`config.mk`:
```
export PLATFORM = sky130hd
export DESIGN_NAME = dec_trace_out
export DESIGN_NICKNAME = d
export VERILOG_FILES = /design/src/hw/dec_trace_pkg.sv /design/src/hw/dec_trace_out.sv
export VERILOG_INCLUDE_DIRS = /design/src /design/src/hw
export SDC_FILE = /design/constraint.sdc
export NUM_CORES = 1
export LEC_CHECK = 0
export BUFFER_PORTS_ARGS = -buffer_cell sky130_fd_sc_hd__buf_2
export CAP_MARGIN = 20
export CORE_AREA = 2 2 159 161
export CTS_CLUSTER_SIZE = 16
export DETAILED_ROUTE_END_ITERATION = 7
export DIE_AREA = 0 0 161 163
export GPL_TIMING_DRIVEN = 1
export SLEW_MARGIN = 0
export SYNTH_ARGS = -nofsm -noshare
export SYNTH_HDL_FRONTEND = slang
export SYNTH_SLANG_ARGS = --single-unit
```
`constraint.sdc`:
```
create_clock -name clk -period 1.1 [get_ports clk]
set_input_delay 0.275 -clock clk [delete_from_list [all_inputs] [get_ports clk]]
set_output_delay 0.275 -clock clk [all_outputs]
set_load 0.05 [all_outputs]
```
`src/hw/dec_settings.svh`:
```
`ifndef DEC_SETTINGS_SVH
`define DEC_SETTINGS_SVH

// ************************************************************
// datapath and register file sizing
// ************************************************************

`define DEC_XLEN          32 // integer data word width
`define DEC_NUM_REGS      32 // x0..x31, x0 hardwired to zero

// ************************************************************
// non-blocking load tracking
// ************************************************************

`define DEC_NBLOAD_TAGS   4  // loads in flight at once
`define DEC_NBLOAD_TAG_W  2  // must cover DEC_NBLOAD_TAGS

`endif

```
`src/hw/dec_trace_pkg.sv`:
```
`include "dec_settings.svh"

package dec_trace_pkg;

   localparam int TRACE_PORTS = 3; // slot0, slot1, interrupt port

   typedef logic [`DEC_XLEN-1:0] insn_t;   // retired instruction word
   typedef logic [`DEC_XLEN-1:1] pc_t;     // halfword aligned pc
   typedef logic [4:0]           ecause_t; // mcause code
   typedef logic [`DEC_XLEN-1:0] tval_t;   // mtval value

   // ************************************************************
   // retire side, one entry per issue slot
   // ************************************************************

   typedef struct packed {
      logic  valid;     // slot retired normally
      logic  exc_valid; // slot took an exception
      insn_t instr;
      pc_t   pc;
   } retire_slot_t;

   typedef struct packed {
      retire_slot_t slot1;
      retire_slot_t slot0;
      logic         int_valid; // interrupt taken this cycle
      ecause_t      exc_cause; // shared by both slots
      tval_t        mtval;     // shared by both slots
   } retire_grp_t;

   // trace port packet, port 2 carries interrupts only
   typedef struct packed {
      logic [TRACE_PORTS*`DEC_XLEN-1:0] insn;
      logic [TRACE_PORTS*`DEC_XLEN-1:0] address;
      logic [TRACE_PORTS-1:0]           valid;
      logic [TRACE_PORTS-1:0]           exception;
      ecause_t                          ecause;
      logic [TRACE_PORTS-1:0]           interrupt;
      tval_t                            tval;
   } trace_pkt_t;

endpackage

```
`src/hw/dec_trace_out.sv`:
```
`timescale 1ns/1ns

module dec_trace_out
   import dec_trace_pkg::*;
(
   input  logic        clk,
   input  logic        rst,
   input  retire_grp_t retire,   // retire info for this cycle
   output trace_pkt_t  trace_pkt // same info, one cycle later
);

   logic [1:0] slot_ret_q; // normal retire per slot
   logic [1:0] slot_exc_q; // exception per slot
   logic       int_vld_q;
   insn_t      i0_insn_q;
   insn_t      i1_insn_q;
   pc_t        i0_pc_q;
   pc_t        i1_pc_q;
   ecause_t    ecause_q;
   tval_t      tval_q;

   // ************************************************************
   // retire capture
   // ************************************************************

   always_ff @(posedge clk) begin
      if (rst) begin
         slot_ret_q <= '0;
         slot_exc_q <= '0;
         int_vld_q  <= 1'b0;
      end else begin
         slot_ret_q <= {retire.slot1.valid, retire.slot0.valid};
         slot_exc_q <= {retire.slot1.exc_valid, retire.slot0.exc_valid};
         int_vld_q  <= retire.int_valid;
      end
   end

   always_ff @(posedge clk) begin
      i0_insn_q <= retire.slot0.instr;
      i1_insn_q <= retire.slot1.instr;
      i0_pc_q   <= retire.slot0.pc;
      i1_pc_q   <= retire.slot1.pc;
      ecause_q  <= retire.exc_cause;
      tval_q    <= retire.mtval;
   end

   // ************************************************************
   // packet build
   // ************************************************************

   always_comb begin
      trace_pkt.insn      = {insn_t'(0), i1_insn_q, i0_insn_q}; // port 2 unused
      trace_pkt.address   = {insn_t'(0), i1_pc_q, 1'b0, i0_pc_q, 1'b0};
      trace_pkt.valid     = {int_vld_q, slot_ret_q | slot_exc_q};
      trace_pkt.exception = {int_vld_q, slot_exc_q};
      trace_pkt.ecause    = ecause_q; // one cause for both slots
      trace_pkt.interrupt = {int_vld_q, 2'b00};
      trace_pkt.tval      = tval_q;   // likewise shared
   end

endmodule

```
Word-level counts from Yosys, hierarchy flattened
Index checks and enable logic that the tools add are counted.
{"block": "classes", "bitwise": 1}
{"op": "$or A2 B2 Y2", "n": 1}
{"block": "totals", "out_inout_bits": 238, "reg_bits": 168}

Logic depth before layout (Yosys ltp)
Gate-level depths: netlist of run 1.
{"block": "logic_depth", "ltp_word": 1, "mapped_depth": 1, "ltp_nobuf": 1}

Worst setup path before layout of run 1
Ideal clock, no wire load.
{"block": "synth_path", "path_type": "register to output", "from": "register slot_exc_q[0]", "to": "output port trace_pkt[43] (netlist name)", "setup_slack_ns": -0.243, "n_path_buf": 0, "arrival_time_ns": 1.068, "path_stages_with_launch": 2, "required_ns": 0.825, "cell_sequence": "dfxtp_1 or2_1"}
{"element": "from (decl)", "line_no": "dec_trace_out.sv:13", "text": "logic [1:0] slot_exc_q;"}
{"element": "from (signal assigned)", "line_no": "dec_trace_out.sv:33", "text": "slot_exc_q <= {retire.slot1.exc_valid, retire.slot0.exc_valid};"}
{"element": "to (decl)", "line_no": "dec_trace_out.sv:9", "text": "output trace_pkt_t trace_pkt"}

==> results.json, run 1 <==
{
  "outcome": "finished with violations",
  "failed_checks": "negative setup slack",
  "final_core_util_pct": 39.7,
  "ys.flop_type": "dfxtp_1",
  "setup_slack_ns": -0.284,
  "ys_seq_area_share_pct": 85.3,
  "num_rows": 58,
  "path_cells": "or2_4, buf_8",
  "finalNetCount": 935,
  "switching_power_mw": 4.80,
  "synthesis.instances": 247,
  "drv_cap": 0,
  "p_clk_share_pct": 37.3,
  "gr-usage-met2_pct": 20.9,
  "synth_area_sq_um": 3940,
  "drt-total-wl_um": 14700,
  "synth-edff-count": 0,
  "async_flop_share_pct": 0,
  "ant_nets": 0,
  "start_util_pct": 16.0,
  "synthTopCellsByCount": "168 x dfxtp_1, 71 x buf_4, 5 x nor2b_1",
  "busiest_layer": "met2",
  "ys_ff_latch": 168,
  "die_w_um": 161,
  "min_path_type": "in2reg",
  "netlist.top_cell.by_area": "dfxtp_1",
  "dr.pass1.iters": 4,
  "p_sw_share_pct": 29.7,
  "postSynthAreaPerCell_sq_um": 16.0,
  "critPathMaxStageDelay_ns": 0.32,
  "maxSlewViolCount": 0,
  "stdcell_area_sq_um": 9800,
  "cts_tree": "yes",
  "vias": 3486,
  "cpMaxStageDelayCell": "dfxtp_2",
  "fmax_mhz": 722,
  "io_buffers": 339,
  "grt_util_met3_pct": 4.56,
  "die_y_um": 163,
  "post_dp_cell_area_sq_um": 5780,
  "io-pin-count": 408,
  "htree_levels": 4,
  "drc": 0,
  "post_route_cells_drive_above_1_share_pct": 69.4,
  "cts_inserted_buffers": 17,
  "leakage_nw": 4.51,
  "pwr-share-seq_pct": 41.4,
  "dieArea_sq_um": 26200,
  "cp_top_family": "flip-flops",
  "worstPathMaxFanout": 2,
  "crit_path_end_kind": "primary output",
  "worst-path-buf-inv": 1,
  "yosysTopAreaCellShare_pct": 85.3,
  "grt_max_degree": 17,
  "overflow": 0,
  "synth.yosys.warnings": 0,
  "setup_violations": 170,
  "track_usage_pct": 10.8,
  "hold_ws_ns": 0.0836,
  "cts.path.max_buffers": 2,
  "arrival_ns": 1.11,
  "use_met1_pct": 10.2,
  "grt_pass1_wl_um": 21100,
  "synth_most_common_cell": "dfxtp_1",
  "combPwrFrac_pct": 21.4,
  "cts_root_buf": "clkbuf_16",
  "worst-setup-path-type": "reg2out",
  "drt_iter0_drc": 118,
  "required_ns": 0.82,
  "clk_pin_slew_worst_paths_ns": 0.07,
  "rsz0062_at_grt": "true",
  "viasPerCell": 3.15,
  "syn2layout_area_growth_pct": 148,
  "grt_pass1_vias": 3956,
  "gp_congestion": 0.770,
  "p_int_mw": 11.4,
  "hold_viol_final": 0,
  "core_sq_um": 24700,
  "start_kind": "register",
  "antenna_found_initial": 0,
  "dp.final_hpwl_um": 8920,
  "synth_area_leaders": "dfxtp_1 85%, buf_4 14%, nor2b_1 0.79%, or2_1 0.32%, conb_1 0.095%",
  "irDropWorstVdd_v": 0.000870,
  "period_minus_slack_ns": 1.38,
  "power_density_nw_per_um2": 1650,
  "finalPower_mw": 16.2,
  "fin_crit_sh_pct": 126,
  "num_antenna_cells": 0,
  "ys_types": 5,
  "wl_per_cell_um": 13.3,
  "clock_sinks": 168
}
-- flip-flops by register name, summed over array words and instances (netlist names) --
register,count
i0_insn_q,32
slot_exc_q,2
ecause_q,5
i1_pc_q,31
slot_ret_q,2
int_vld_q,1
tval_q,32
i1_insn_q,32
i0_pc_q,31
-- area by class of cell --
cell class | instances | area (sq um)
Clock buffer | 18 | 439
Clock inverter | 14 | 163
Fill cell | 2228 | 14900
Multi-Input combinational cell | 75 | 304
Sequential cell | 168 | 3570
Tap cell | 330 | 413
Timing Repair Buffer | 503 | 4910
-- kinds of logic (layout without fill, tap and decap cells) --
kind of cell           Yosys count  in the layout  share of synthesized area, %
buffers and inverters           71            535                          13.5
other                            1             68                        0.0951
flip-flops                     168            168                          85.3
AND/OR/NAND/NOR                  7              7                          1.11
-- cell usage in the layout (no fill, tap or decap), types with 2 or more instances in the layout --
cell             n
buf_2          170
dfxtp_2        165
dlygate4sd3_1  163
buf_8          137
conb_1          68
buf_6           32
clkbuf_16       17
nor2b_1          5
inv_6            3
clkinvlp_4       3
clkinv_4         3
or2_4            2
inv_8            2
bufinv_16        2
dfxtp_1          2
-- final timing paths --
path | from | end | slack [ns] | depth (start not counted)
worst max-delay path | slot_exc_q[1] | trace_pkt[44] | -0.28 | 2
worst min-delay path | rst | int_vld_q | 0.08 | 2
-- power groups by stage --
stage | combinational, mW | sequential [mW] | clock, mW
after detailed placement | 2.36 | 6.62 | 0
after global placement | 2.36 | 6.61 | 0
after floorplan | 0.757 | 7.78 | 0
after global routing | 3.57 | 6.71 | 6.55
final | 3.46 | 6.69 | 6.03
after CTS | 3.38 | 6.66 | 6.30
-- through the flow --
step	instances	worst slack [ns]	setup TNS, ns
final	1108	-0.284	-11.22
after global placement	912	0.0942	0
after CTS	1107	-0.312	-16.38
after detailed placement	912	0.0944	0
after floorplan	314	0.0877	0
after global routing	1108	-0.338	-19.67
-- routing by layer --
metal | vias up | routed length [um]
li1 | 1655 | -
met1 | 1590 | 4840
met2 | 220 | 8360
met3 | 21 | 1290
met4 | 0 | 238
met5 | - | 0
-- timing repair --
item / CTS / global route
pin swaps: 2 / 0
endpoints found under the setup margin: 170 / 170
gates resized for setup: 609 / 31
buffers inserted: 0 / 1
endpoints found under the hold margin: 163 / 0
hold buffers: 163 / 0
No activity file was read; power rests on OpenSTA's default activity.
==> inputs of run 2 (changes only) <==
- PLACE_DENSITY: not set -> 0.54
==> run 2 against run 1 <==
  * The run still ends with negative setup slack left
  * Critical path depth unchanged
  * Maximum frequency down 0.49%
  * Global-route usage down 0.21 points
  * Sequential power about the same
  * Core utilization about the same
  * Combinational power about the same
  * Die area unchanged
  * Setup slack worse by 0.0068 ns
  * Sequential cell count unchanged
  * Clock power up 3.8%
  * Final cell count unchanged
  * First-iteration DRC count down 5.1%
==> results.json, run 2 (synthesized netlist as in run 1, its figures left out) <==
{
  "outcome": "finished with violations",
  "failed_checks": "negative setup slack",
  "drt-total-wl_um": 14900,
  "core_sq_um": 24700,
  "cts.path.max_buffers": 2,
  "hold_depth": 2,
  "io_buffers": 339,
  "drt_iter0_drc": 112,
  "period_minus_slack_ns": 1.39,
  "dp.final_hpwl_um": 9030,
  "dieArea_sq_um": 26200,
  "vias": 3523,
  "die_w_um": 161,
  "fmax_mhz": 719,
  "antenna_found_initial": 2,
  "p_sw_share_pct": 29.6,
  "start_kind": "register",
  "min_path_type": "in2reg",
  "num_rows": 58,
  "dr.pass1.iters": 4,
  "grt_pass1_wl_um": 20800,
  "finalPower_mw": 16.4,
  "grt_pass1_vias": 3810,
  "track_usage_pct": 10.6,
  "rsz0062_at_grt": "true",
  "finalSetupTns_ns": -11.65,
  "cts_tree": "yes",
  "grt_max_degree": 17,
  "worstPathMaxFanout": 2,
  "arrival_ns": 1.12,
  "clock_sinks": 168,
  "worst-setup-path-type": "reg2out",
  "die_y_um": 163,
  "fin_crit_sh_pct": 126,
  "met2_length_um": 8310,
  "start_util_pct": 16.0,
  "cts_root_buf": "clkbuf_16",
  "final_common_cell": "buf_2",
  "required_ns": 0.82,
  "irDropWorstVdd_v": 0.000868,
  "syn2layout_area_growth_pct": 149,
  "switching_power_mw": 4.85,
  "gp_congestion": 0.682,
  "setup_violations": 170,
  "hold_viol_final": 0,
  "maxSlewViolCount": 0,
  "drv_cap": 0,
  "finalNetCount": 935,
  "wl_met1_um": 4950,
  "crit_path_end_kind": "primary output",
  "overflow": 0,
  "wl_per_cell_um": 13.4,
  "clk_pin_slew_worst_paths_ns": 0.07,
  "p_int_mw": 11.5,
  "pwr-share-seq_pct": 40.8,
  "setup_slack_ns": -0.291,
  "post_dp_cell_area_sq_um": 5780,
  "viasPerCell": 3.18,
  "ant_nets": 0,
  "stdcell_area_sq_um": 9810,
  "io-pin-count": 408,
  "wl_met3_um": 1380,
  "reg.largest.list": "i0_insn_q (32), i1_insn_q (32), tval_q (32)",
  "final_core_util_pct": 39.8,
  "power_density_nw_per_um2": 1670,
  "cts_inserted_buffers": 17,
  "p_clk_share_pct": 38.2,
  "top_layer": "met5",
  "layout_common_cells": "169 x buf_2, 165 x dfxtp_2, 163 x dlygate4sd3_1",
  "post_route_cells_drive_above_1_share_pct": 69.3,
  "drc": 0,
  "leakage_nw": 4.52,
  "combPwrFrac_pct": 21.0,
  "htree_levels": 4,
  "num_antenna_cells": 0
}
-- run 2: cell count changes in the layout (fill, tap and decap cells not counted), sizes merged --
cell and delta:
clkinv +1, inv -1, clkinvlp -1, bufinv +1
-- run 2: layout make-up --
cell class	instances	area, sq um
Fill cell	2224	14900
Tap cell	330	413
Timing Repair Buffer	503	4900
Sequential cell	168	3570
Multi-Input combinational cell	75	304
Clock buffer	18	429
Clock inverter	14	193
-- run 2: what timing repair did --
item | in CTS | in global routing
pin swaps | 2 | 0
hold endpoints to repair | 163 | 0
hold buffers | 163 | 0
endpoints found under the setup margin | 170 | 170
gates resized for setup | 601 | 38
buffers inserted | 0 | 1
-- run 2: per-stage QoR --
step | hold WS, ns | worst slack, ns | cells
6_report | 0.0654 | -0.291 | 1108
5_1_grt | 0.0406 | -0.347 | 1108
4_1_cts | 0.0370 | -0.322 | 1107
3_5_place_dp | 0.379 | 0.0945 | 912
3_3_place_gp | 0.377 | 0.0940 | 912
2_1_floorplan | 0.303 | 0.0877 | 314
-- run 2: worst max-delay path: stages (launching register included) --
cell	delay, ns
dfxtp_2	0.32
or2_4	0.23
buf_8	0.15
-- run 2: worst paths after layout --
check	startpoint	endpoint	slack, ns
max	slot_exc_q[0]	trace_pkt[43]	-0.29
min	retire[166]	slot_exc_q[1]	0.07
-- run 2: layer usage --
metal  vias to the layer above  global-route usage, %
li1                       1653                      -
met1                      1619                   10.1
met2                       228                   20.2
met3                        19                   4.58
met4                         4                   3.94
met5                         -                      0
-- run 2: power by group through the flow --
stage / sequential, mW / clock [mW] / combinational [mW]
floorplan: 7.78 / 0 / 0.757
global placement: 6.62 / 0 / 2.36
detailed placement: 6.62 / 0 / 2.36
CTS: 6.66 / 6.51 / 3.37
global route: 6.71 / 6.80 / 3.55
finish: 6.69 / 6.26 / 3.45
==> inputs of run 3 (changes only) <==
==> constraint.sdc (replaced) <==
create_clock -name clk -period 1.1 [get_ports clk]
set_input_delay 0.22 -clock clk [delete_from_list [all_inputs] [get_ports clk]]
set_output_delay 0.22 -clock clk [all_outputs]
set_load 0.05 [all_outputs]
==> run 3 against run 2 <==
  * The flow still finishes with violations (negative setup slack)
  * Wire length about the same
  * Highest routed layer unchanged
  * Sequential share of layout area decreased by 0.070 points
  * Via count about the same
  * Hold slack worse by 0.020 ns
==> results.json, run 3 (synthesized netlist as in run 1, its figures left out) <==
{
  "outcome": "finished with violations",
  "failed_checks": "negative setup slack",
  "overflow": 0,
  "grt_max_degree": 17,
  "gp_congestion": 0.682,
  "post_dp_cell_area_sq_um": 5780,
  "worst-setup-path-type": "reg2out",
  "dieArea_sq_um": 26200,
  "num_rows": 58,
  "htree_levels": 4,
  "start_util_pct": 16.0,
  "irDropWorstVdd_v": 0.000868,
  "finalNetCount": 937,
  "num_antenna_cells": 0,
  "path_cells": "or2_4, buf_8",
  "layout_common_cells": "169 x buf_2, 166 x dlygate4sd3_1, 165 x dfxtp_2",
  "cts_root_buf": "clkbuf_16",
  "core_sq_um": 24700,
  "cts_inserted_buffers": 17,
  "rsz0062_at_grt": "true",
  "required_ns": 0.88,
  "clk_pin_slew_worst_paths_ns": 0.07,
  "fin_crit_sh_pct": 122,
  "leakage_nw": 4.52,
  "setup_violations": 137,
  "cpMaxStageDelayCell": "dfxtp_1",
  "worst-path-buf-inv": 1,
  "cts_tree": "yes",
  "dp.final_hpwl_um": 9030,
  "crit_path_end_kind": "primary output",
  "drc": 0,
  "clock_sinks": 168,
  "critPathMaxStageDelay_ns": 0.31,
  "wl_per_cell_um": 13.4,
  "post_route_cells_drive_above_1_share_pct": 69.0,
  "drv_cap": 0,
  "power_density_nw_per_um2": 1670,
  "die_w_um": 161,
  "syn2layout_area_growth_pct": 149,
  "arrival_ns": 1.12,
  "die_y_um": 163,
  "period_minus_slack_ns": 1.34,
  "track_usage_pct": 10.7,
  "cp_top_family": "flip-flops",
  "vias": 3524,
  "min_path_type": "in2reg",
  "dr.pass1.iters": 4,
  "grt_pass1_wl_um": 20900,
  "antenna_found_initial": 2,
  "fmax_mhz": 745,
  "io_buffers": 339,
  "setup_slack_ns": -0.242,
  "grt_pass1_vias": 3803,
  "hold_viol_final": 0,
  "final_core_util_pct": 39.8,
  "io-pin-count": 408,
  "cts.path.max_buffers": 2,
  "fill_cells": 2215,
  "ant_nets": 0,
  "drt_iter0_drc": 113,
  "maxSlewViolCount": 0,
  "viasPerCell": 3.17,
  "worstPathMaxFanout": 1,
  "final_common_cell": "buf_2",
  "start_kind": "register",
  "reg.largest.list": "i0_insn_q (32), i1_insn_q (32), tval_q (32)",
  "drt-total-wl_um": 14900,
  "stdcell_area_sq_um": 9830
}
==> run 3: cell types whose count changed in the layout (fill, tap and decap cells not counted) <==
cell,before,now
buf_6,35,36
buf_4,2,1
buf_8,134,133
dlygate4sd3_1,163,166
==> run 3: stage by stage <==
stage               worst slack (ns)  std cells  total power, mW  TNS, ns  hold slack (ns)
CTS                           -0.267       1110             16.5    -7.70           0.0198
finish                        -0.242       1110             16.4    -2.29           0.0453
detailed placement             0.149        912             8.98        0            0.324
global route                  -0.306       1110             17.1   -10.14           0.0284
global placement               0.149        912             8.97        0            0.322
floorplan                      0.143        314             8.53        0            0.248
==> run 3: path summary, 6_finish.rpt <==
kind          start            end  slack, ns  cells past startpoint
max   slot_ret_q[0]  trace_pkt[43]      -0.24                      2
min     retire[101]  slot_exc_q[0]       0.05                      2
==> run 3: final cells by class <==
class | instances | area, sq um | share of cell area, %
Clock buffer | 18 | 429 | 4.37
Clock inverter | 14 | 193 | 1.96
Sequential cell | 168 | 3570 | 36.4
Multi-Input combinational cell | 75 | 304 | 3.09
Tap cell | 330 | 413 | 4.20
Timing Repair Buffer | 505 | 4920 | 50.0
==> run 3: layer usage <==
| layer | global-route usage [%] | wire length [um] |
|---|---|---|
| met4 | 3.94 | 222 |
| met1 | 10.2 | 4950 |
| met5 | 0 | 23 |
| met3 | 4.53 | 1380 |
| met2 | 20.3 | 8300 |
==> run 3: timing repair <==
| item | CTS | global route |
|---|---|---|
| gates resized for setup | 601 | 37 |
| hold buffers | 166 | 0 |
| endpoints found under the hold margin | 165 | 0 |
| setup buffers | 0 | 0 |
| endpoints found under the setup margin | 170 | 170 |
| pin swaps | 2 | 0 |
==> run 3: power by group <==
part	leakage (nW)	switching, mW	internal, mW
Clock	0.298	2.61	3.65
Sequential	1.42	0.209	6.48
Combinational	2.81	2.03	1.42
