### src/hw/dec_settings.svh
`ifndef DEC_SETTINGS_SVH
`define DEC_SETTINGS_SVH

// ************************************************************
// datapath and register file sizing
// ************************************************************

`define DEC_XLEN          32 // integer data word width
`define DEC_NUM_REGS      32 // x0..x31, x0 hardwired to zero

// ************************************************************
// non-blocking load tracking
// ************************************************************

`define DEC_NBLOAD_TAGS   4  // loads in flight at once
`define DEC_NBLOAD_TAG_W  2  // must cover DEC_NBLOAD_TAGS

`endif

### src/hw/dec_rf_pkg.sv
`include "dec_settings.svh"

package dec_rf_pkg;

   // ************************************************************
   // register file word and index types
   // ************************************************************

   typedef logic [`DEC_XLEN-1:0]              xlen_t;       // one gpr word
   typedef logic [$clog2(`DEC_NUM_REGS)-1:0]  reg_addr_t;   // gpr index
   typedef logic [`DEC_NBLOAD_TAG_W-1:0]      nbload_tag_t; // lsu load tag

   // one write port, 38 bits
   typedef struct packed {
      logic      wen;   // write strobe
      reg_addr_t waddr; // destination gpr
      xlen_t     wdata; // value to write
   } rf_wr_t;

   // one read request, 6 bits
   typedef struct packed {
      logic      rden;  // operand used, else data forced to zero
      reg_addr_t raddr; // source gpr
   } rf_rd_req_t;

endpackage

### src/hw/dec_nbload_track.sv
`timescale 1ns/1ns
`include "dec_settings.svh"

module dec_nbload_track
   import dec_rf_pkg::*;
(
   input  logic        clk,
   input  logic        rst,
   input  logic        nbload_valid,      // allocate a tag
   input  nbload_tag_t nbload_tag,
   input  reg_addr_t   nbload_rd,         // destination for the load
   input  logic        nbload_inv,        // load squashed, drop its data
   input  nbload_tag_t nbload_inv_tag,
   input  logic        nbload_data_valid, // data coming back from lsu
   input  logic        nbload_data_error, // bus error on the return
   input  nbload_tag_t nbload_data_tag,
   input  xlen_t       nbload_data,
   output rf_wr_t      nbload_wr          // load write port into gpr file
);

   localparam int TAGS = `DEC_NBLOAD_TAGS;

   logic [TAGS-1:0] tag_vld_q;       // load outstanding on this tag
   reg_addr_t       tag_rd_q [TAGS]; // recorded destination per tag
   logic [TAGS-1:0] tag_set;
   logic [TAGS-1:0] tag_clr;
   logic            ret_hit;         // return matches a live tag

   assign ret_hit = nbload_data_valid & tag_vld_q[nbload_data_tag];

   // ************************************************************
   // tag table
   // ************************************************************

   always_comb begin
      tag_set = '0;
      tag_clr = '0;
      if (nbload_valid)
         tag_set[nbload_tag] = 1'b1;
      if (nbload_inv)
         tag_clr[nbload_inv_tag] = 1'b1;  // squash
      if (ret_hit)
         tag_clr[nbload_data_tag] = 1'b1; // freed on return, error or not
   end

   always_ff @(posedge clk) begin
      if (rst) begin
         tag_vld_q <= '0;
      end else begin
         tag_vld_q <= (tag_vld_q & ~tag_clr) | tag_set; // alloc beats free
      end
   end

   always_ff @(posedge clk) begin
      if (nbload_valid) begin
         tag_rd_q[nbload_tag] <= nbload_rd;
      end
   end

   // returning data goes straight to the recorded rd
   always_comb begin
      nbload_wr.wen   = ret_hit & ~nbload_data_error; // error drops the data
      nbload_wr.waddr = tag_rd_q[nbload_data_tag];
      nbload_wr.wdata = nbload_data;
   end

   // ************************************************************
   // lsu tag usage checks
   // ************************************************************

   a_alloc_free_tag : assert property (@(posedge clk) disable iff (rst)
      nbload_valid |-> (!tag_vld_q[nbload_tag] || tag_clr[nbload_tag]))
      else $error("nbload alloc to busy tag %0d", nbload_tag);

   a_alloc_vs_return : assert property (@(posedge clk) disable iff (rst)
      (nbload_valid && nbload_data_valid) |-> (nbload_tag != nbload_data_tag))
      else $error("nbload alloc and return on tag %0d", nbload_tag);

endmodule

### config.mk
export PLATFORM = sky130hd
export DESIGN_NAME = dec_nbload_track
export DESIGN_NICKNAME = d
export VERILOG_FILES = /design/src/hw/dec_rf_pkg.sv /design/src/hw/dec_nbload_track.sv
export VERILOG_INCLUDE_DIRS = /design/src /design/src/hw
export SDC_FILE = /design/constraint.sdc
export NUM_CORES = 1
export LEC_CHECK = 0
export BUFFER_PORTS_ARGS = -buffer_cell sky130_fd_sc_hd__buf_2
export CORE_ASPECT_RATIO = 0.5
export CORE_MARGIN = 1
export CORE_UTILIZATION = 41
export CTS_BUF_LIST = sky130_fd_sc_hd__clkbuf_4 sky130_fd_sc_hd__clkbuf_8 sky130_fd_sc_hd__clkbuf_16
export DETAILED_ROUTE_END_ITERATION = 10
export PLACE_DENSITY_LB_ADDON = 0.25
export SYNTH_ARGS = -nofsm -noshare
export SYNTH_HDL_FRONTEND = slang
export SYNTH_SLANG_ARGS = --single-unit
### constraint.sdc
create_clock -name clk -period 1.35 [get_ports clk]
set_input_delay 0.27 -clock clk [delete_from_list [all_inputs] [get_ports clk]]
set_output_delay 0.27 -clock clk [all_outputs]
set_load 0.02 [all_outputs]
* After elaboration in Yosys (flattened, before gate mapping)
Memory sizes are Yosys's and may differ from the RTL's. Cells that the tools add are included.
Word-level totals: memory bits (writable) 20, input port bits 49, memories 1, latch bits 0, flip-flop bits (word level) 4, output and inout bits 38, ROM bits 0, logic and storage cells 31
Cells by class: div/mod/pow operators 0, mux-type cells 13, add/sub/neg operators 0, equal/unequal tests 0, reductions and logical operators 3, multiply operators 0, bitwise gates (word level) 7, magnitude comparators 6, shifts and indexed selects 0
Memories:
- tag_rd_q | words 4, width 5, read ports 1, clocked after Yosys merged registers in 0, write ports 1, RTL line dec_nbload_track.sv:24 | reg_addr_t tag_rd_q [TAGS];
Operators with widths (number):
- $mux 4 | 3
- $lt 2x3->1 const B | 3
- $or 4x4->4 | 2
- $demux 1 s2 | 3
- $ge 2x1->1 const B | 3
- $mux 1 | 6
- $and 4x4->4 | 1
- $not 4->4 | 1
- $logic_and 1x1->1 | 3
- $and 1x1->1 | 2
- $bmux 1 s2 | 1
- $not 1->1 | 1

* Logic depth before layout (Yosys ltp)
Gate-level depths: netlist (run 1).
word-level depth 10, depth in mapped cells 3, gate-level depth less buffers 2

* Worst setup path after synthesis (run 1)
No wires, ideal clock.
path kind input to output, from input port nbload_data_tag[0], to output port nbload_wr[37] in the netlist's numbering, data required time 1080 ps, data arrival time 1097 ps, setup slack -17 ps, stages on the path 3, buffers on the path 1, path through buf_6 > mux4_2 > and3b_1
RTL lines:
- from (decl) | RTL line dec_nbload_track.sv:16 | input nbload_tag_t nbload_data_tag,
- to (decl) | RTL line dec_nbload_track.sv:18 | output rf_wr_t nbload_wr

==> flow_metrics.py, run 1 <==
metrics = {
    "cells_and_area": {
        "drive_gt1_share_pct": 48.9,
        "register_area_um2": 681,
        "multi_input_area_um2": 308,
        "fin_util_pct": 48.0,
        "num_antenna_cells": 0,
        "syn_to_final_growth_pct": 4.43,
        "final_nets": 140,
        "fill_cells": 251,
    },
    "floorplan": {
        "dieWidth_um": 80.7,
        "num_io_pins": 87,
        "rows": 13,
        "dieArea_um2": 3340,
        "die_height_um": 41.4,
        "core_area_um2": 2770,
        "initial_core_util_pct": 45.9,
    },
    "critical_path": {
        "critical_path_required_ns": 1.08,
        "r2r_cells": 2,
        "reg2reg_to": "tag_vld_q[0]",
        "ff2ff_setup_slack_ns": 0.59,
        "crit_arrival_ns": 1.35,
        "endpoint_kind": "output port",
        "cp_max_fo": 2,
        "worstSetupStartpointType": "register",
        "critPathKind": "reg2out",
        "rr_startpoint": "tag_vld_q[0]",
    },
    "sta": {
        "finalCriticalPeriod_ns": 1.62,
        "timing.fmax_mhz": 618,
        "finClkSkew_ns": 0,
        "slew_headroom_pct": 84.3,
        "min_period_over_period_pct": 120,
        "worst_slack_ns": -0.269,
        "grt_setup_unrepaired": "true",
        "hold_viol": 0,
        "report.final.slew_viol_count": 0,
        "worst_slew_pin_slew_ns": 0.234,
        "finalSetupViolCount": 6,
    },
    "clocking": {
        "cts_setup_buffers": 0,
        "htree_levels": 1,
        "clock-root-buffer": "clkbuf_8",
        "clkTransAtPathRegs_ns": 0.08,
        "postCtsHoldBufs": 0,
        "insertion_delay_ns": 0.26,
        "clk_path_buf_depth": 2,
        "cts.sinks": 24,
        "cts_resized": 16,
        "numCtsBuffers": 3,
        "cts_tree": "done",
    },
    "synthesis": {
        "ys_warn_count": 0,
        "syn_inst": 90,
        "synth.area.top_cells": "edfxtp_1 47%, buf_4 20%, mux4_1 10%",
        "synth.top_cell.area_share_pct": 47.3,
        "synth-seq-cells": 24,
        "syn_avg_cell_area_um2": 14.1,
        "yosys.area.top_type": "edfxtp_1",
        "ys_types": 17,
        "synth.cell_area_um2": 1270,
        "ys_seq_area_share_pct": 53.6,
        "synth_fp_nets": 139,
    },
    "placement": {
        "dpl.hpwl_um": 2160,
        "place.gp.congestion": 0.679,
        "port_buffers": 22,
    },
    "detailed_routing": {
        "wl_per_cell_um": 20.7,
        "totalWireLength_um": 2630,
        "vias": 678,
        "first_pass_iters": 4,
        "drc": 0,
        "vias_per_cell": 5.34,
        "drt_iter0_markers": 24,
        "antenna_left": 0,
    },
    "power_and_ir_drop": {
        "p_per_area_nw_per_um2": 1250,
        "peakVddDrop_mv": 0.672,
        "p_total_w": 0.00165,
        "power.leakage_nw": 0.518,
    },
    "worst_hold_path": {
        "hold_start": "nbload_rd[1]",
        "min_path_type": "in2reg",
        "hold_end": "tag_rd_q[0][1]",
        "hold_depth": 1,
    },
    "global_routing": {
        "grt_max_degree": 15,
        "grt_pass1_wl_um": 3600,
        "gr-total-overflow": 0,
        "grt_pass1_vias": 676,
        "antenna_found_initial": 0,
        "grt_use_total_pct": 15.8,
    },
    "flow_run": {
        "cap_viol_max_count": 0,
    },
    "status": {
        "violations": "negative setup slack",
        "run_status": "complete, but fails checks",
    },
}
## power by group
group	internal, W	switching (W)	total [W]
registers	0.000839	0.0000104	0.000849
clock network	0.000396	0.000218	0.000614
logic	0.000103	0.0000876	0.000190
total	0.00134	0.000316	0.00165
## final cells by class
type / instances / share of cell area [%]
clock buffer: 3 / 3.11
clock inverter: 1 / 2.26
timing repair buffer: 30 / 16.3
multi-input combinational: 31 / 23.2
tap: 37 / 3.49
inverter: 1 / 0.283
sequential: 24 / 51.3
## worst max-delay path, stage by stage (launching register included)
cell	delay, ns
dfxtp_1	0.31
mux4_2	0.46
and3b_1	0.17
buf_2	0.15
## layer usage
metal	share of wire [%]	global-route usage (%)	routed length (µm)
met1	32	15.7	851
met2	53	30.7	1390
met3	14	8.91	375
met4	0.27	2.68	7
met5	0	0	0
## flip-flops by register name, indices dropped and copies added, names as in the netlist
name / count
tag_rd_q: 20
tag_vld_q: 4
## cells in the mapped netlist
cell type / number
buf_4: 33
and3b_2: 2
mux4_1: 5
nor3b_1: 2
dfxtp_1: 4
buf_6: 1
or2_2: 1
nand2b_1: 6
and3b_1: 3
nor2_1: 4
mux4_2: 1
nand2_1: 1
inv_1: 1
edfxtp_1: 20
and3_1: 1
o32ai_1: 4
and3_2: 1
## worst max path at each step
| stage | from | endpoint | slack, ns | cells after the start |
|---|---|---|---|---|
| after floorplan | nbload_data_tag[0] | nbload_wr[37] | -0.02 | 3 |
| after global placement | nbload_data_tag[0] | nbload_wr[37] | -0.25 | 4 |
| after detailed placement | nbload_data_tag[0] | nbload_wr[37] | -0.28 | 4 |
| after CTS | tag_vld_q[3] | nbload_wr[37] | -0.28 | 3 |
| after global routing | tag_vld_q[3] | nbload_wr[37] | -0.32 | 3 |
| final | tag_vld_q[3] | nbload_wr[37] | -0.27 | 3 |
## stage by stage
| step | hold slack (ns) | setup TNS (ns) | area [µm²] | setup WS [ns] | instances |
|---|---|---|---|---|---|
| after floorplan | 0.369 | -0.0175 | 1270 | -0.0175 | 90 |
| after global placement | 0.479 | -1.06 | 1240 | -0.252 | 123 |
| final | 0.223 | -1.20 | 1330 | -0.269 | 127 |
| after global routing | 0.213 | -1.45 | 1330 | -0.318 | 127 |
| after detailed placement | 0.493 | -1.13 | 1240 | -0.277 | 123 |
| after CTS | 0.213 | -1.27 | 1330 | -0.276 | 127 |
## cell families after synthesis
logic type / Yosys count / share of synthesized area, %
buffers and inverters: 35 / 20.7
multiplexers: 6 / 12.1
AND/OR/NAND/NOR: 21 / 10.8
AO/OA/AOI/OAI: 4 / 2.76
flip-flops: 24 / 53.6
## placed cells by master (no fill, tap or decap)
| cell type | Yosys | final |
|---|---|---|
| o32ai_1 | 4 | 4 |
| or2_2 | 1 | 1 |
| bufinv_16 | 0 | 1 |
| edfxtp_1 | 20 | 20 |
| buf_12 | 0 | 1 |
| nor3b_1 | 2 | 2 |
| buf_4 | 33 | 8 |
| and3b_2 | 2 | 2 |
| inv_1 | 1 | 1 |
| buf_6 | 1 | 5 |
| and3b_1 | 3 | 3 |
| dfxtp_1 | 4 | 4 |
| buf_2 | 0 | 16 |
| nand2b_1 | 6 | 6 |
| clkbuf_8 | 0 | 3 |
| nor2_1 | 4 | 4 |
| nand2_1 | 1 | 1 |
| and3_2 | 1 | 1 |
| and3_1 | 1 | 1 |
| mux4_2 | 1 | 6 |
Note: power is estimated with default switching activity, not from simulation.
==> run 2: changes to the inputs <==
CAP_MARGIN = 25   (was not set)
CORE_UTILIZATION = 44   (was 41)
clock period = 2.05 ns   (was 1.35 ns; I/O delays follow)
==> flow_metrics.py, run 2 (synthesis results as in run 1) <==
metrics = {
    "cells_and_area": {
        "register_area_um2": 681,
        "largest_reg_flops": 20,
        "final_common_cell": "buf_2",
        "largest-register": "tag_rd_q",
        "final_nets": 132,
        "drive_gt1_share_pct": 37.8,
        "top_regs": "tag_rd_q: 20 flops, tag_vld_q: 4 flops",
        "fill_cells": 243,
        "num_antenna_cells": 0,
        "most-common-layout-cells": "22 x buf_2, 20 x edfxtp_1, 6 x nand2b_1, 5 x mux4_1",
        "multi_input_area_um2": 327,
        "syn_to_final_growth_pct": -2.46,
        "fin_util_pct": 46.4,
    },
    "critical_path": {
        "critPathSlowestCell": "mux4_2",
        "r2r_cells": 2,
        "critPathKind": "in2out",
        "reg2reg_to": "tag_vld_q[0]",
        "cp_common_cell": "buf_2",
        "rr_startpoint": "tag_vld_q[0]",
        "crit_arrival_ns": 1.50,
        "critPathMaxStageDelay_ns": 0.53,
        "endpoint_kind": "output port",
        "critical_path_required_ns": 1.64,
        "crit_family": "multiplexers",
        "worstPathCellList": "buf_2 -> mux4_2 -> and3b_1 -> buf_2",
        "critPathBufInv": 2,
        "cp_max_fo": 10,
        "worstSetupStartpointType": "input port",
        "ff2ff_setup_slack_ns": 1.27,
    },
    "clocking": {
        "cts_setup_buffers": 0,
        "postCtsHoldBufs": 0,
        "cts.sinks": 24,
        "clock-root-buffer": "clkbuf_8",
        "clkTransAtPathRegs_ns": 0.08,
        "clk_path_buf_depth": 2,
        "htree_levels": 1,
        "insertion_delay_ns": 0.26,
        "numCtsBuffers": 3,
        "cts_resized": 0,
        "cts_tree": "done",
    },
    "worst_hold_path": {
        "hold_start": "nbload_rd[2]",
        "min_path_type": "in2reg",
        "hold_end": "tag_rd_q[0][2]",
        "hold_depth": 1,
    },
    "power_and_ir_drop": {
        "switching_share_pct": 19.0,
        "p_switching_w": 0.000202,
        "intPower_w": 0.000858,
        "combPwrFrac_pct": 9.2,
        "p_seq_share_pct": 52.7,
        "peakVddDrop_mv": 0.310,
        "power.leakage_nw": 0.480,
        "power_frac_clock_pct": 38.1,
        "p_per_area_nw_per_um2": 855,
    },
    "detailed_routing": {
        "first_pass_iters": 2,
        "vias_per_cell": 5.43,
        "route.met2.wl_um": 1260,
        "wl_per_cell_um": 20.8,
        "totalWireLength_um": 2480,
        "wl_met1_um": 886,
        "drt_iter0_markers": 58,
        "dr_wl_met3_um": 333,
        "drc": 0,
        "vias": 646,
        "top_layer": "met3",
        "antenna_left": 0,
    },
    "sta": {
        "finalSetupViolCount": 0,
        "finClkSkew_ns": 0,
        "timing.fmax_mhz": 524,
        "finalCriticalPeriod_ns": 1.91,
        "worst_slew_pin_slew_ns": 0.541,
        "slew_headroom_pct": 63.8,
        "hold_viol": 0,
        "finalSetupTns_ns": 0,
        "report.final.slew_viol_count": 0,
        "min_period_over_period_pct": 93.1,
        "grt_setup_unrepaired": "false",
    },
    "global_routing": {
        "grt_pass1_vias": 616,
        "grt_use_total_pct": 15.0,
        "gr-total-overflow": 0,
        "grt_pass1_wl_um": 3260,
        "antenna_found_initial": 0,
        "grt_max_degree": 15,
    },
    "floorplan": {
        "dieWidth_um": 78.0,
        "core_area_um2": 2670,
        "dieArea_um2": 3120,
        "die_height_um": 40.0,
        "num_io_pins": 87,
        "rows": 13,
        "initial_core_util_pct": 47.6,
    },
    "flow_run": {
        "cap_viol_max_count": 0,
    },
    "placement": {
        "place.gp.congestion": 0.681,
        "port_buffers": 22,
        "dpl.hpwl_um": 1940,
    },
    "status": {
        "run_status": "completed",
    },
}
[run 2: changes by cell type in the layout (fill, tap and decap cells not counted), sizes merged]
cell and delta:
buf -8
[run 2: per-stage QoR]
| step | hold WS, ns | std cells | area (µm²) | setup WS, ns | total power (W) |
|---|---|---|---|---|---|
| after floorplan | 0.468 | 90 | 1270 | 0.403 | 0.000719 |
| after global placement | 0.487 | 115 | 1170 | 0.168 | 0.000661 |
| after detailed placement | 0.497 | 115 | 1170 | 0.135 | 0.000667 |
| after CTS | 0.352 | 119 | 1240 | 0.133 | 0.00107 |
| after global routing | 0.346 | 119 | 1240 | 0.0961 | 0.00110 |
| final | 0.361 | 119 | 1240 | 0.142 | 0.00106 |
[run 2: final cells by class]
class,instances,share of cell area (%)
flip-flops and latches,24,54.9
multi-input cells,31,26.4
repair buffers,22,8.89
inverters,1,0.303
clock inverters,1,2.42
well taps,37,3.74
clock buffers,3,3.33
[run 2: worst max-delay path by stage]
stage,from,end,depth (start not counted)
after floorplan,nbload_data_tag[0],nbload_wr[37],3
after global placement,nbload_data_tag[0],nbload_wr[37],4
after detailed placement,nbload_data_tag[0],nbload_wr[37],4
after CTS,nbload_data_tag[0],nbload_wr[37],4
after global routing,nbload_data_tag[0],nbload_wr[37],4
final,nbload_data_tag[0],nbload_wr[37],4
[run 2: power groups by stage]
stage                     Combinational (W)  Clock, W  Sequential, W
final                             0.0000972  0.000404       0.000558
after global routing               0.000106  0.000430       0.000560
after CTS                         0.0000976  0.000412       0.000559
after detailed placement          0.0000971         0       0.000570
after global placement            0.0000936         0       0.000568
after floorplan                    0.000151         0       0.000567
[run 2: per-layer routing]
| metal | vias up | GRT usage, % |
|---|---|---|
| li1 | 285 | - |
| met1 | 317 | 15.8 |
| met2 | 44 | 27.7 |
| met3 | 0 | 8.41 |
| met4 | 0 | 3.24 |
| met5 | - | 0 |
==> run 3: changes to the inputs <==
ABC_AREA = 1   (was not set)
==> flow_metrics.py, run 3 <==
metrics = {
    "critical_path": {
        "worstSetupStartpointType": "input port",
        "cp_max_fo": 6,
        "critical_path_required_ns": 1.64,
        "critPathSlowestCell": "a22oi_1",
        "crit_arrival_ns": 1.26,
        "ff2ff_setup_slack_ns": 1.15,
        "worstPathCellList": "buf_2 -> inv_1 -> nor2_1 -> buf_4 -> a22oi_1 -> nand2_1 -> buf_2",
        "endpoint_kind": "output port",
        "cp_common_cell": "buf_2",
        "rr_startpoint": "tag_vld_q[1]",
        "critPathKind": "in2out",
        "critPathMaxStageDelay_ns": 0.17,
        "reg2reg_to": "tag_vld_q[2]",
        "r2r_cells": 7,
    },
    "synthesis": {
        "synth-edff-count": 20,
        "syn_avg_cell_area_um2": 10.0,
        "ys_types": 13,
        "synth_top_family_by_area": "buffers and inverters",
        "muxShareOfSynthArea_pct": 0,
        "synthArstFlopShare_pct": 0,
        "synth-xor-area-share_pct": 0,
        "synthSimpleGateAreaFrac_pct": 15.3,
        "synth-seq-cells": 24,
        "synth.area.top_cells": "edfxtp_1 48%, buf_4 19%, dfxtp_1 6.4%",
        "synth.cell_area_um2": 1240,
        "synth_common_cells": "32 x buf_4, 20 x edfxtp_1, 19 x nand2_1, 13 x inv_1",
        "synth_most_common_cell": "buf_4",
        "synth_fa_ha_area_share_pct": 0,
        "syn_inst": 124,
        "ys_warn_count": 0,
        "yosys.area.top_type": "edfxtp_1",
        "synth_compound_area_share_pct": 6.44,
        "ys_dominant_reg_cell": "edfxtp_1",
        "ys_seq_area_share_pct": 54.7,
        "synth.top_cell.area_share_pct": 48.3,
        "synth_fp_nets": 173,
    },
    "placement": {
        "placed_area_um2": 1210,
        "place.gp.congestion": 0.822,
        "dpl.hpwl_um": 1930,
        "port_buffers": 22,
        "dpl.cell_count": 158,
    },
    "floorplan": {
        "initial_core_util_pct": 47.2,
        "core_area_um2": 2640,
        "num_io_pins": 87,
        "die_height_um": 39.6,
        "rows": 13,
        "dieWidth_um": 77.2,
        "dieArea_um2": 3060,
    },
    "clocking": {
        "cts.sinks": 24,
        "cts_resized": 0,
        "cts_tree": "done",
        "postCtsHoldBufs": 0,
        "htree_levels": 1,
        "clk_path_buf_depth": 2,
        "insertion_delay_ns": 0.26,
        "clkTransAtPathRegs_ns": 0.08,
        "cts_setup_buffers": 0,
        "clock-root-buffer": "clkbuf_8",
        "numCtsBuffers": 3,
    },
    "detailed_routing": {
        "antenna_left": 0,
        "wl_per_cell_um": 15.0,
        "totalWireLength_um": 2430,
        "vias": 787,
        "first_pass_iters": 4,
        "drt_iter0_markers": 20,
        "vias_per_cell": 4.86,
        "drc": 0,
    },
    "power_and_ir_drop": {
        "p_per_area_nw_per_um2": 839,
        "power.leakage_nw": 0.544,
        "peakVddDrop_mv": 0.362,
    },
    "cells_and_area": {
        "syn_to_final_growth_pct": 3.22,
        "layout.cells.non_filler": 162,
        "fill_cells": 254,
        "final_common_cell": "buf_2",
        "most-common-layout-cells": "22 x buf_2, 20 x edfxtp_1, 19 x nand2_1, 13 x inv_1",
        "drive_gt1_share_pct": 30.4,
        "num_antenna_cells": 0,
        "fin_util_pct": 48.7,
        "largest_reg_flops": 20,
        "design_area_um2": 1280,
        "final_nets": 175,
        "largest-register": "tag_rd_q",
        "top_regs": "tag_rd_q: 20 flops, tag_vld_q: 4 flops",
    },
    "sta": {
        "worst_slew_pin_slew_ns": 0.222,
        "grt_setup_unrepaired": "false",
        "whs_ns": 0.351,
        "report.final.slew_viol_count": 0,
        "finClkSkew_ns": 0.000911,
        "finalSetupTns_ns": 0,
        "finalCriticalPeriod_ns": 1.67,
        "finalSetupViolCount": 0,
        "min_period_over_period_pct": 81.5,
        "slew_headroom_pct": 85.2,
        "timing.fmax_mhz": 599,
        "hold_viol": 0,
    },
    "worst_hold_path": {
        "hold_start": "rst",
        "hold_end": "tag_vld_q[3]",
        "min_path_type": "in2reg",
        "hold_depth": 2,
    },
    "global_routing": {
        "gr-total-overflow": 0,
        "use_met1_pct": 16.5,
        "use_met2_pct": 29.6,
        "antenna_found_initial": 0,
        "grt_pass1_wl_um": 3430,
        "grt_max_degree": 15,
        "grt_pass1_vias": 699,
        "grt_use_total_pct": 15.8,
        "grtUsageMet3_pct": 7.91,
        "busiest_layer": "met2",
    },
    "flow_run": {
        "cap_viol_max_count": 0,
    },
    "status": {
        "run_status": "completed",
    },
}
## run 3: final cells by class
| cell class | count | area [µm²] | area share [%] |
|---|---|---|---|
| Timing Repair Buffer | 29 | 163 | 12.7 |
| Sequential cell | 24 | 681 | 53.0 |
| Inverter | 14 | 52.6 | 4.09 |
| Clock buffer | 3 | 41.3 | 3.22 |
| Clock inverter | 1 | 30.0 | 2.34 |
| Tap cell | 37 | 46.3 | 3.61 |
| Multi-Input combinational cell | 54 | 270 | 21.1 |
## run 3: layer usage
metal	routed length (µm)	up-vias	part of all wire, %
met2	1240	52	51
met5	0	-	0
met1	864	347	36
met4	19	0	0.78
met3	299	2	12
li1	-	386	-
## run 3: how the worst max path moves through the flow
stage                  startpoint  slack [ns]       endpoint  cells past startpoint
2_1_floorplan  nbload_data_tag[0]        0.63  nbload_wr[37]                      7
3_3_place_gp   nbload_data_tag[1]        0.40  nbload_wr[33]                      7
3_5_place_dp   nbload_data_tag[1]        0.38  nbload_wr[36]                      7
4_1_cts        nbload_data_tag[1]        0.37  nbload_wr[36]                      7
5_1_grt              tag_vld_q[1]        0.31  nbload_wr[37]                      7
6_report       nbload_data_tag[1]        0.38  nbload_wr[33]                      7
## run 3: report_power, final
group	internal, W	switching, W
Sequential	0.000552	0.00000650
Clock	0.000261	0.000148
Combinational	0.0000426	0.0000670
## run 3: critical path: cells and delay by family
kind	cells	cell delay (ns)
AO/OA/AOI/OAI	1	0.17
buffers and inverters	4	0.54
AND/OR/NAND/NOR	2	0.12
## run 3: stage by stage
step,total power (W),worst slack [ns]
after detailed placement,0.000681,0.381
after global placement,0.000679,0.403
final,0.00108,0.380
after global routing,0.00112,0.306
after floorplan,0.000716,0.629
after CTS,0.00108,0.374
## run 3: cells by family (layout without fill, tap and decap cells)
group,Yosys count,in the layout
buf+inv,46,47
simple gates,42,42
flops,24,24
compound gates,12,12
